`src/rtl/mem_sys_pkg.sv`:
```
/*
 * Shared types, geometry and timing constants for the cached memory system.
 * Imported by every RTL block and by the testbench.
 */
package mem_sys_pkg;

   // Address fields, high to low: tag, index, offset
   typedef logic [15:0] addr_t;
   typedef logic [15:0] word_t;
   typedef logic [4:0]  tag_t;
   typedef logic [7:0]  index_t;
   typedef logic [2:0]  offset_t;

   localparam int NUM_SETS       = 256;
   localparam int WORDS_PER_LINE = 4;
   localparam int WORD_SEL_BITS  = $clog2(WORDS_PER_LINE);

   // Each bank holds one word of every line
   localparam int ROW_BITS  = $bits(addr_t) - $bits(offset_t);
   localparam int BANK_ROWS = 2 ** ROW_BITS;

   localparam int MEM_RD_LATENCY   = 2;
   localparam int BANK_BUSY_CYCLES = 4;
   localparam int BUSY_W           = $clog2(BANK_BUSY_CYCLES + 1);

   typedef enum logic [2:0] {
      IDLE,
      COMPARE,
      WB_REQ,
      FILL_REQ,
      FILL_WAIT,
      FINISH,
      DONE
   } ctrl_state_e;

endpackage

```
`src/rtl/cache_way_if.sv`:
```
/*
 * Signals between the cache controller and one cache way.
 * The controller takes the ctrl modport, the way takes the way modport.
 */
`timescale 1ns/10ps

interface cache_way_if;
   import mem_sys_pkg::*;

   logic    enable;
   logic    comp;
   logic    write;
   index_t  index;
   offset_t offset;
   tag_t    tag_in;
   word_t   data_in;
   logic    valid_in;

   logic    hit;
   logic    dirty;
   logic    valid;
   tag_t    tag_out;
   word_t   data_out;

   modport ctrl (
      output enable, comp, write, index, offset, tag_in, data_in, valid_in,
      input  hit, dirty, valid, tag_out, data_out
   );

   modport way (
      input  enable, comp, write, index, offset, tag_in, data_in, valid_in,
      output hit, dirty, valid, tag_out, data_out
   );

endinterface

```
`src/rtl/cache_ctrl_assoc.sv`:
```
/*
 * Blocking controller for the two-way cache. Handles hits, victim choice,
 * write-back and line fill, then replays the request. One request at a time.
 */
`timescale 1ns/10ps

module cache_ctrl_assoc (
   input  logic               clk,
   input  logic               rst_n,
   input  mem_sys_pkg::addr_t addr,
   input  mem_sys_pkg::word_t data_in,
   input  logic               rd,
   input  logic               wr,
   cache_way_if.ctrl          way0,
   cache_way_if.ctrl          way1,
   output mem_sys_pkg::addr_t mem_addr,
   output mem_sys_pkg::word_t mem_data_in,
   output logic               mem_rd,
   output logic               mem_wr,
   input  mem_sys_pkg::word_t mem_data_out,
   input  logic               mem_stall,
   output mem_sys_pkg::word_t data_out,
   output logic               done,
   output logic               stall,
   output logic               cache_hit,
   output logic               err
);
   import mem_sys_pkg::*;

   ctrl_state_e              state;
   ctrl_state_e              state_nxt;
   addr_t                    req_addr;
   word_t                    req_data;
   tag_t                     req_tag;
   index_t                   req_idx;
   offset_t                  req_off;
   logic                     req_wr;
   logic                     req_err;
   logic                     req_hit;
   logic                     victim;
   logic                     victim_pick;
   logic                     victim_dirty;
   logic                     any_hit;
   logic                     accept;
   logic                     mem_accept;
   logic                     ret_valid;
   logic [WORD_SEL_BITS-1:0] iss_cnt;
   logic [WORD_SEL_BITS-1:0] rcv_cnt;
   logic [MEM_RD_LATENCY-1:0] rd_pipe;
   logic [NUM_SETS-1:0]      mru;
   word_t                    data_out_q;
   word_t                    hit_word;
   word_t                    victim_word;
   tag_t                     victim_tag;
   offset_t                  way_off;
   word_t                    way_data;
   logic                     way_comp;
   logic [1:0]               way_en;
   logic [1:0]               way_wr;

   assign {req_tag, req_idx, req_off} = req_addr;

   // The DONE cycle counts as idle, Stall is already low there
   assign accept     = ((state == IDLE) || (state == DONE)) && (rd || wr);
   assign mem_accept = (mem_rd || mem_wr) && !mem_stall;
   assign ret_valid  = rd_pipe[MEM_RD_LATENCY-1];

   assign any_hit  = way0.hit || way1.hit;
   assign hit_word = way1.hit ? way1.data_out : way0.data_out;

   // Invalid way first, then the way not used last
   assign victim_pick  = !way0.valid ? 1'b0 : (!way1.valid ? 1'b1 : !mru[req_idx]);
   assign victim_dirty = victim_pick ? (way1.valid && way1.dirty)
                                     : (way0.valid && way0.dirty);
   assign victim_word  = victim ? way1.data_out : way0.data_out;
   assign victim_tag   = victim ? way1.tag_out : way0.tag_out;

   always_comb begin
      state_nxt = state;
      case (state)
         IDLE: if (accept) state_nxt = COMPARE;
         COMPARE: begin
            if (req_err || any_hit) begin
               state_nxt = DONE;
            end else if (victim_dirty) begin
               state_nxt = WB_REQ;
            end else begin
               state_nxt = FILL_REQ;
            end
         end
         WB_REQ: if (mem_accept && (&iss_cnt)) state_nxt = FILL_REQ;
         FILL_REQ: if (mem_accept && (&iss_cnt)) state_nxt = FILL_WAIT;
         FILL_WAIT: if (ret_valid && (&rcv_cnt)) state_nxt = FINISH;
         FINISH: state_nxt = DONE;
         DONE: state_nxt = accept ? COMPARE : IDLE;
         default: state_nxt = IDLE;
      endcase
   end

   always_ff @(posedge clk) begin
      if (!rst_n) begin
         state      <= IDLE;
         req_wr     <= 1'b0;
         req_err    <= 1'b0;
         req_hit    <= 1'b0;
         victim     <= 1'b0;
         iss_cnt    <= '0;
         rcv_cnt    <= '0;
         rd_pipe    <= '0;
         mru        <= '0;
         data_out_q <= '0;
      end else begin
         state   <= state_nxt;
         rd_pipe <= {rd_pipe[MEM_RD_LATENCY-2:0], mem_rd && !mem_stall};
         if (accept) begin
            req_wr  <= wr;
            req_err <= (rd && wr) || addr[0];
            req_hit <= 1'b0;
         end
         if (state == COMPARE) begin
            iss_cnt <= '0;
            rcv_cnt <= '0;
            victim  <= victim_pick;
            if (!req_err && any_hit) begin
               req_hit      <= 1'b1;
               mru[req_idx] <= way1.hit;
               if (!req_wr) data_out_q <= hit_word;
            end
         end
         // Counter wraps to zero between write-back and fill
         if (mem_accept) iss_cnt <= iss_cnt + 1'b1;
         if (ret_valid) rcv_cnt <= rcv_cnt + 1'b1;
         if (state == FINISH) begin
            mru[req_idx] <= victim;
            if (!req_wr) data_out_q <= victim_word;
         end
      end
   end

   always_ff @(posedge clk) begin
      if (accept) begin
         req_addr <= addr;
         req_data <= data_in;
      end
   end

   // Way port drive, shared fields plus per-way enable and write
   always_comb begin
      way_off  = req_off;
      way_data = req_data;
      way_comp = 1'b0;
      way_en   = 2'b00;
      way_wr   = 2'b00;
      case (state)
         COMPARE: begin
            way_comp = 1'b1;
            way_en   = {2{!req_err}};
            way_wr   = {2{req_wr && !req_err}};
         end
         WB_REQ: way_off = {iss_cnt, 1'b0};
         FILL_REQ, FILL_WAIT: begin
            if (ret_valid) begin
               way_off        = {rcv_cnt, 1'b0};
               way_data       = mem_data_out;
               way_en[victim] = 1'b1;
               way_wr[victim] = 1'b1;
            end
         end
         FINISH: begin
            way_comp       = 1'b1;
            way_en[victim] = 1'b1;
            way_wr[victim] = req_wr;
         end
         default: ;
      endcase
   end

   assign way0.enable   = way_en[0];
   assign way0.comp     = way_comp;
   assign way0.write    = way_wr[0];
   assign way0.index    = req_idx;
   assign way0.offset   = way_off;
   assign way0.tag_in   = req_tag;
   assign way0.data_in  = way_data;
   assign way0.valid_in = 1'b1;

   assign way1.enable   = way_en[1];
   assign way1.comp     = way_comp;
   assign way1.write    = way_wr[1];
   assign way1.index    = req_idx;
   assign way1.offset   = way_off;
   assign way1.tag_in   = req_tag;
   assign way1.data_in  = way_data;
   assign way1.valid_in = 1'b1;

   // Write-back goes out under the victim's tag, fills under the request's
   assign mem_wr      = (state == WB_REQ);
   assign mem_rd      = (state == FILL_REQ);
   assign mem_addr    = (state == WB_REQ) ? {victim_tag, req_idx, iss_cnt, 1'b0}
                                          : {req_tag, req_idx, iss_cnt, 1'b0};
   assign mem_data_in = victim_word;

   assign done      = (state == DONE);
   assign stall     = (state != IDLE) && (state != DONE);
   assign cache_hit = done && req_hit;
   assign err       = done && req_err;
   assign data_out  = data_out_q;

endmodule

```
`src/flat_wrapper.sv`:
```
// flat-port wrapper written by rule: the top's interface ports become plain ports
module cache_ctrl_assoc_flat import mem_sys_pkg::*;
  (clk, rst_n, addr, data_in, rd, wr, mem_addr, mem_data_in, mem_rd, mem_wr, mem_data_out, mem_stall, data_out, done, stall, cache_hit, err, way0_enable, way0_comp, way0_write, way0_index, way0_offset, way0_tag_in, way0_data_in, way0_valid_in, way0_hit, way0_dirty, way0_valid, way0_tag_out, way0_data_out, way1_enable, way1_comp, way1_write, way1_index, way1_offset, way1_tag_in, way1_data_in, way1_valid_in, way1_hit, way1_dirty, way1_valid, way1_tag_out, way1_data_out);
  cache_way_if way0_i ();
  cache_way_if way1_i ();
  input  logic clk;
  input  logic rst_n;
  input  mem_sys_pkg::addr_t addr;
  input  mem_sys_pkg::word_t data_in;
  input  logic rd;
  input  logic wr;
  output mem_sys_pkg::addr_t mem_addr;
  output mem_sys_pkg::word_t mem_data_in;
  output logic mem_rd;
  output logic mem_wr;
  input  mem_sys_pkg::word_t mem_data_out;
  input  logic mem_stall;
  output mem_sys_pkg::word_t data_out;
  output logic done;
  output logic stall;
  output logic cache_hit;
  output logic err;
  output wire logic [$bits(way0_i.enable)-1:0] way0_enable;
  output wire logic [$bits(way0_i.comp)-1:0] way0_comp;
  output wire logic [$bits(way0_i.write)-1:0] way0_write;
  output wire logic [$bits(way0_i.index)-1:0] way0_index;
  output wire logic [$bits(way0_i.offset)-1:0] way0_offset;
  output wire logic [$bits(way0_i.tag_in)-1:0] way0_tag_in;
  output wire logic [$bits(way0_i.data_in)-1:0] way0_data_in;
  output wire logic [$bits(way0_i.valid_in)-1:0] way0_valid_in;
  input wire logic [$bits(way0_i.hit)-1:0] way0_hit;
  input wire logic [$bits(way0_i.dirty)-1:0] way0_dirty;
  input wire logic [$bits(way0_i.valid)-1:0] way0_valid;
  input wire logic [$bits(way0_i.tag_out)-1:0] way0_tag_out;
  input wire logic [$bits(way0_i.data_out)-1:0] way0_data_out;
  output wire logic [$bits(way1_i.enable)-1:0] way1_enable;
  output wire logic [$bits(way1_i.comp)-1:0] way1_comp;
  output wire logic [$bits(way1_i.write)-1:0] way1_write;
  output wire logic [$bits(way1_i.index)-1:0] way1_index;
  output wire logic [$bits(way1_i.offset)-1:0] way1_offset;
  output wire logic [$bits(way1_i.tag_in)-1:0] way1_tag_in;
  output wire logic [$bits(way1_i.data_in)-1:0] way1_data_in;
  output wire logic [$bits(way1_i.valid_in)-1:0] way1_valid_in;
  input wire logic [$bits(way1_i.hit)-1:0] way1_hit;
  input wire logic [$bits(way1_i.dirty)-1:0] way1_dirty;
  input wire logic [$bits(way1_i.valid)-1:0] way1_valid;
  input wire logic [$bits(way1_i.tag_out)-1:0] way1_tag_out;
  input wire logic [$bits(way1_i.data_out)-1:0] way1_data_out;
  assign way0_enable = way0_i.enable;
  assign way0_comp = way0_i.comp;
  assign way0_write = way0_i.write;
  assign way0_index = way0_i.index;
  assign way0_offset = way0_i.offset;
  assign way0_tag_in = way0_i.tag_in;
  assign way0_data_in = way0_i.data_in;
  assign way0_valid_in = way0_i.valid_in;
  assign way0_i.hit = way0_hit;
  assign way0_i.dirty = way0_dirty;
  assign way0_i.valid = way0_valid;
  assign way0_i.tag_out = way0_tag_out;
  assign way0_i.data_out = way0_data_out;
  assign way1_enable = way1_i.enable;
  assign way1_comp = way1_i.comp;
  assign way1_write = way1_i.write;
  assign way1_index = way1_i.index;
  assign way1_offset = way1_i.offset;
  assign way1_tag_in = way1_i.tag_in;
  assign way1_data_in = way1_i.data_in;
  assign way1_valid_in = way1_i.valid_in;
  assign way1_i.hit = way1_hit;
  assign way1_i.dirty = way1_dirty;
  assign way1_i.valid = way1_valid;
  assign way1_i.tag_out = way1_tag_out;
  assign way1_i.data_out = way1_data_out;
  cache_ctrl_assoc u_core (.clk(clk), .rst_n(rst_n), .addr(addr), .data_in(data_in), .rd(rd), .wr(wr), .way0(way0_i), .way1(way1_i), .mem_addr(mem_addr), .mem_data_in(mem_data_in), .mem_rd(mem_rd), .mem_wr(mem_wr), .mem_data_out(mem_data_out), .mem_stall(mem_stall), .data_out(data_out), .done(done), .stall(stall), .cache_hit(cache_hit), .err(err));
endmodule
```
`config.mk`:
```
export PLATFORM = sky130hd
export DESIGN_NAME = cache_ctrl_assoc_flat
export DESIGN_NICKNAME = d
export VERILOG_FILES = /design/src/rtl/mem_sys_pkg.sv /design/src/rtl/cache_way_if.sv /design/src/rtl/cache_ctrl_assoc.sv /design/src/flat_wrapper.sv
export SDC_FILE = /design/constraint.sdc
export NUM_CORES = 1
export LEC_CHECK = 0
export BUFFER_PORTS_ARGS = -buffer_cell sky130_fd_sc_hd__buf_2
export CAP_MARGIN = 15
export CORE_ASPECT_RATIO = 0.9
export CORE_MARGIN = 2
export CORE_UTILIZATION = 50
export DETAILED_ROUTE_END_ITERATION = 8
export PLACE_DENSITY = 0.82
export SLEW_MARGIN = 40
export SYNTH_ARGS = -nofsm -noshare
export SYNTH_HDL_FRONTEND = slang
export SYNTH_SLANG_ARGS = --single-unit
```
`constraint.sdc`:
```
create_clock -name clk -period 3.4 [get_ports clk]
set_input_delay 0.68 -clock clk [delete_from_list [all_inputs] [get_ports clk]]
set_output_delay 0.68 -clock clk [all_outputs]
set_load 0.03 [all_outputs]
```
==> results of run 1 <==
==> final timing paths <==
| check | startpoint | slack [ns] | to | cells after the start |
|---|---|---|---|---|
| setup reg to reg | u_core.state[0]$_SDFFE_PN0P_ | 0.44 | u_core.mru[217]$_SDFF_PN0_ | 8 |
| hold reg to reg | u_core.rd_pipe[0]$_SDFF_PN0_ | 0.45 | u_core.rd_pipe[1]$_SDFF_PN0_ | 1 |
| hold / removal | data_in[2] | 0.31 | u_core.req_data[2]$_DFFE_PP_ | 1 |
| setup / recovery | u_core.state[1]$_SDFFE_PN0P_ | 0.22 | way1_data_in[5] | 8 |
==> cell usage after synthesis, drive strengths merged (4+ instances only) <==
master	n	share of area
inv	10	0.0023
a21o	4	0.0019
mux2i	33	0.021
o31ai	4	0.0022
and2	6	0.0023
a22oi	7	0.0033
mux4	64	0.090
edfxtp	32	0.060
nor3	17	0.0056
nor2b	17	0.0067
o211ai	17	0.0080
mux2	19	0.013
a21boi	275	0.13
a21oi	11	0.0034
o21ai	275	0.086
nand3	15	0.0047
nand2	371	0.087
a31oi	4	0.0016
nand2b	20	0.0078
nor2	70	0.016
buf	86	0.040
o21a	4	0.0019
a22o	6	0.0033
o22ai	6	0.0023
clkbuf	117	0.028
dfxtp	285	0.36
==> critical path: stages (launching register included) <==
cell	delay (ns)
dfxtp_1	0.55
nor2b_1	0.31
nand2_1	0.13
inv_1	0.14
o21a_1	0.18
buf_4	0.23
nand2_1	0.07
nand2_1	0.12
buf_2	0.23
==> kinds of logic after synthesis <==
group,share of synthesized area
buffers and inverters,0.0702
muxes,0.124
adders and majority gates,0.00157
other,0.000470
xor gates and xnor gates,0.000548
and+or+nand+nor,0.135
DFF,0.417
AOI/OAI and AO/OA,0.251
==> layout make-up <==
type | count | area (µm²) | share of cell area
Sequential cell | 317 | 6670 | 0.362
Tap cell | 416 | 520 | 0.0283
Inverter | 11 | 41.3 | 0.00224
Timing Repair Buffer | 313 | 1880 | 0.102
Clock inverter | 8 | 67.6 | 0.00367
Multi-Input combinational cell | 1274 | 8220 | 0.446
Clock buffer | 51 | 1020 | 0.0552
==> report_power, final <==
part           leakage, nW  switching (mW)  total [mW]  internal [mW]
logic                 3.50            2.18        3.09          0.913
clock network        0.528            1.56        3.64           2.08
registers             2.61           0.164        4.14           3.98
total                 6.63            3.90        10.9           6.97
==> through the flow <==
stage          instance area [µm²]  power [mW]
4_1_cts                      18400        10.8
3_3_place_gp                 17300        7.16
5_1_grt                      18400        11.2
3_5_place_dp                 17300        7.23
6_report                     18400        10.9
2_1_floorplan                16000        6.45
==> state kept, by name (all words and copies together) (netlist names) <==
name	cells
u_core.data_out	16
u_core.iss_cnt	2
u_core.mru	256
u_core.rcv_cnt	2
u_core.rd_pipe	2
u_core.req_addr	16
u_core.req_data	16
u_core.req_err	1
u_core.req_hit	1
u_core.req_wr	1
u_core.state	3
u_core.victim	1
==> layer usage <==
layer  part of all wire  routed length [µm]
met5            0.00026                  14
met4              0.057                3020
met3               0.12                6310
met2               0.45               23800
met1               0.38               19900
==> metrics.yaml, run 1 <==
status: "completed"
coreArea_um2: 31700
cts_buffers: 34
area_growth_pct: 15.2
slew_viol_final: 0
rsz0062_at_grt: "no"
tightestPinTransition_ns: 0.994
hold_buffers: 0
drt-pass1-iter-count: 6
finalHoldViolations: 0
dieArea_um2: 33400
nNetsFinal: 2054
antenna_found_initial: 1
setup_ws_ns: 0.223
end_kind: "output pin"
die_w_um: 192
hp-class: "in -> reg"
grt_usage: 0.310
async_reset_ff_frac: 0
fill_cells: 2621
fin_util: 0.580
num_rows: 62
die_y_um: 174
ctsResizeCount: 0
setup_viol: 0
vias: 15100
tns_ns: 0
start_kind: "register"
clk_pin_slew_ns: 0.06
wl_um: 53100
cp_data_arrival_time_ns: 2.50
yosysWarnings: 0
layout_commonest_cell: "nand2_1"
slew_headroom: 0.336
synth_ff_type: "dfxtp_1"
use_met2: 0.476
yosysSeqAreaShare: 0.417
syn_inst: 1804
grt_max_degree: 128
holdWs_ns: 0.311
drc: 0
dp_hpwl_um: 34400
clock.fmax_mhz: 315
grtUsageMet3: 0.0688
gp_congestion: 0.950
ys_types: 58
fin_cells: 2390
ir_worst_vdd_mv: 0.420
drt-wirelength-per-cell_um: 22.2
syn_avg_cell_area_um2: 8.86
cts-root-buf: "clkbuf_16"
power.density_nw_per_um2: 591
syn_area_um2: 16000
htreeDepth: 2
fin_skew_ns: 0.0274
grt-busiest-layer: "met2"
place_inst: 2331
place_ws_ns: 0.422
cp.required_ns: 2.72
synth-edff-count: 32
crit_path_max_fanout: 16
antenna_cells: 0
final_cell_mix: "369 x nand2_1, 285 x dfxtp_1, 269 x o21ai_0"
grtUsageMet1: 0.409
post_route_cells_drive_above_1_share: 0.233
fin_crit_sh: 0.934
pin_count: 227
grt_pass1_wl_um: 80700
ant_nets: 0
viasPerCell: 6.32
maxCapViolations: 0
clock_sinks: 317
crit_type: "reg -> out"
period_minus_slack_ns: 3.18
clockBufferDepth: 3
start_util: 0.504
synth-seq-cells: 317
cts_tree: "built"
drtIter0Drc: 2319
clk_latency_ns: 0.54
p_leak_nw: 6.63
portBuffers: 223
grt_pass1_vias: 14406
cts_setup_buffers: 0
gr-total-overflow: 0
No activity file was read; power rests on OpenSTA's default activity.
==> run 2, diff against run 1 <==
--- a/config.mk
+++ b/config.mk
@@ -5,13 +5,13 @@
 export SDC_FILE = /design/constraint.sdc
 export NUM_CORES = 1
 export LEC_CHECK = 0
-export BUFFER_PORTS_ARGS = -buffer_cell sky130_fd_sc_hd__buf_2
 export CAP_MARGIN = 15
 export CORE_ASPECT_RATIO = 0.9
 export CORE_MARGIN = 2
 export CORE_UTILIZATION = 50
 export DETAILED_ROUTE_END_ITERATION = 8
-export PLACE_DENSITY = 0.82
+export DONT_BUFFER_PORTS = 1
+export PLACE_DENSITY = 0.76
 export SLEW_MARGIN = 40
 export SYNTH_ARGS = -nofsm -noshare
 export SYNTH_HDL_FRONTEND = slang
==> run 2 against run 1 <==
Against the previous run:
- clock skew grew 0.0061 ns
- die area is the same
- cell area shrank 5.0%
- clock-buffer cell count shrank 8
- register-to-register slack lost 0.03 ns
- flip-flop and latch count is the same
- largest power group unchanged
- worst hold slack lost 0.12 ns
- highest routed layer unchanged
- combinational power shrank 14%
- first-iteration DRC count shrank 19%
==> metrics.yaml, run 2 (same netlist as run 1, synthesis figures left out) <==
status: "completed"
drc: 0
rsz0062_at_grt: "no"
antenna_found_initial: 3
crit_slowest_cell: "dfxtp_2"
slew_headroom: 0.426
power.net_switching_mw: 3.68
dieArea_um2: 33400
fill_cells: 2713
crit_family: "simple AND/OR/NAND/NOR gates"
cts_tree: "built"
hp-class: "in -> reg"
maxCapViolations: 0
clk_latency_ns: 0.59
cts_setup_buffers: 0
layout_commonest_cell: "nand2_1"
p_leak_nw: 5.84
wl_um: 50700
crit_type: "reg -> out"
switching_share: 0.351
start_util: 0.504
pwr-share-seq: 0.410
regToRegEndpoint: "u_core.state[0]$_SDFFE_PN0P_"
cp_data_arrival_time_ns: 2.45
top_register: "u_core.mru"
end_kind: "output pin"
grt_usage: 0.295
fin_skew_ns: 0.0335
portBuffers: 0
regArea_um2: 6670
area_growth_pct: 9.38
clkPwrFrac: 0.337
comb_power_share: 0.253
final_cell_mix: "371 x nand2_1, 283 x dfxtp_1, 269 x o21ai_0"
cts-root-buf: "clkbuf_16"
clk_pin_slew_ns: 0.07
fin_crit_sh: 0.921
finalHoldViolations: 0
cp.required_ns: 2.72
cp-startpoint: "u_core.state[2]$_SDFFE_PN0P_"
worstPathBufferInverterCount: 2
drt-pass1-iter-count: 8
dp_hpwl_um: 33200
min_from: "data_in[11]"
ff2ff_setup_slack_ns: 0.41
htreeDepth: 1
grt_max_degree: 288
power.density_nw_per_um2: 601
viasPerCell: 6.41
grt_pass1_vias: 13370
die_y_um: 174
pin_count: 227
crit_path_end: "way0_data_in[13]"
worstPathCellList: "nor2b_1 -> nor2b_1 -> o21a_1 -> buf_4 -> nand2_1 -> nand2_1 -> buf_12"
gp_congestion: 0.996
die_w_um: 192
crit_path_max_fanout: 17
period_minus_slack_ns: 3.13
reg2reg_from: "u_core.req_addr[4]$_DFFE_PP_"
setup_viol: 0
coreArea_um2: 31700
grt_pass1_wl_um: 76800
holdWs_ns: 0.187
clock_sinks: 317
cts_buffers: 31
start_kind: "register"
nNetsFinal: 1857
ant_nets: 0
multiInputGateArea_um2: 8210
hold_buffers: 0
tightestPinTransition_ns: 0.859
num_rows: 62
ir_worst_vdd_mv: 0.523
slew_viol_final: 0
clock.fmax_mhz: 319
p_int_mw: 6.81
clockBufferDepth: 3
largest_reg_flops: 256
cpPeakStageDelay_ns: 0.49
post_route_cells_drive_above_1_share: 0.146
gr-total-overflow: 0
path_depth: 7
drtIter0Drc: 1889
vias: 14077
r2r_cells: 9
drt-wirelength-per-cell_um: 23.1
tns_ns: 0
[run 2: changes by cell type in the layout (fill, tap and decap cells not counted), moves of 3 or more]
cell and change:
buf_4 +28, bufinv_16 +3, buf_2 -222, clkbuf_8 -4, clkinv_1 +5, clkbuf_16 -3
[run 2: routing by layer]
layer  vias up  global-route usage  part of all wire
met5         -                   0           0.00089
met4         4               0.133             0.051
met3       203              0.0581              0.11
met2       887               0.448              0.44
met1      6820               0.407              0.40
li1       6163                   -                 -
[run 2: metrics by stage]
step	cell area, µm²	power (mW)	util	cells	setup slack (ns)
final	17500	10.5	0.551	2197	0.270
after global routing	17500	10.8	0.551	2196	0.0884
after CTS	17500	10.4	0.551	2195	0.0644
after detailed placement	16400	6.96	0.518	2137	0.458
after global placement	16400	6.93	0.518	2137	0.513
after floorplan	16000	6.45	-	1805	0.409
[run 2: power by group through the flow]
stage / sequential (mW) / clock (mW) / combinational (mW)
5_1_grt: 4.32 / 3.71 / 2.77
2_1_floorplan: 4.24 / 0 / 2.21
6_report: 4.30 / 3.54 / 2.66
3_5_place_dp: 4.37 / 0 / 2.59
3_3_place_gp: 4.37 / 0 / 2.56
4_1_cts: 4.29 / 3.55 / 2.60
[run 2: worst min-delay path by stage]
| stage | end | slack [ns] | depth (start not counted) |
|---|---|---|---|
| after floorplan | u_core.rd_pipe[1]$_SDFF_PN0_ | 0.41 | 1 |
| after global placement | u_core.rd_pipe[1]$_SDFF_PN0_ | 0.42 | 1 |
| after detailed placement | u_core.rd_pipe[1]$_SDFF_PN0_ | 0.43 | 1 |
| after CTS | u_core.rd_pipe[0]$_SDFF_PN0_ | 0.18 | 1 |
| after global routing | u_core.rd_pipe[0]$_SDFF_PN0_ | 0.18 | 1 |
| final | u_core.req_data[11]$_DFFE_PP_ | 0.19 | 0 |
[run 2: worst register-to-register path: stages (launching register included)]
cell and delay [ns]:
edfxtp_1 0.63, buf_12 0.35, mux4_2 0.58, a311oi_1 0.27, a21oi_1 0.11, o31ai_1 0.33, a211o_1 0.19, nand2_1 0.06
a22o_1 0.22, o31ai_2 0.20
[run 2: repair_timing]
| action | 4_1_cts | 5_1_grt |
|---|---|---|
| hold endpoints to repair | 0 | 0 |
| resized for setup | 0 | 3 |
| setup endpoints to repair | 0 | 40 |
[run 2: area by class of cell]
type                    count  area share
well taps                 416      0.0298
clock inverters            15     0.00866
multi-input cells        1274       0.470
flip-flops and latches    317       0.382
repair buffers            119      0.0573
clock buffers              43      0.0505
inverters                  11     0.00236
diodes                      2    0.000286
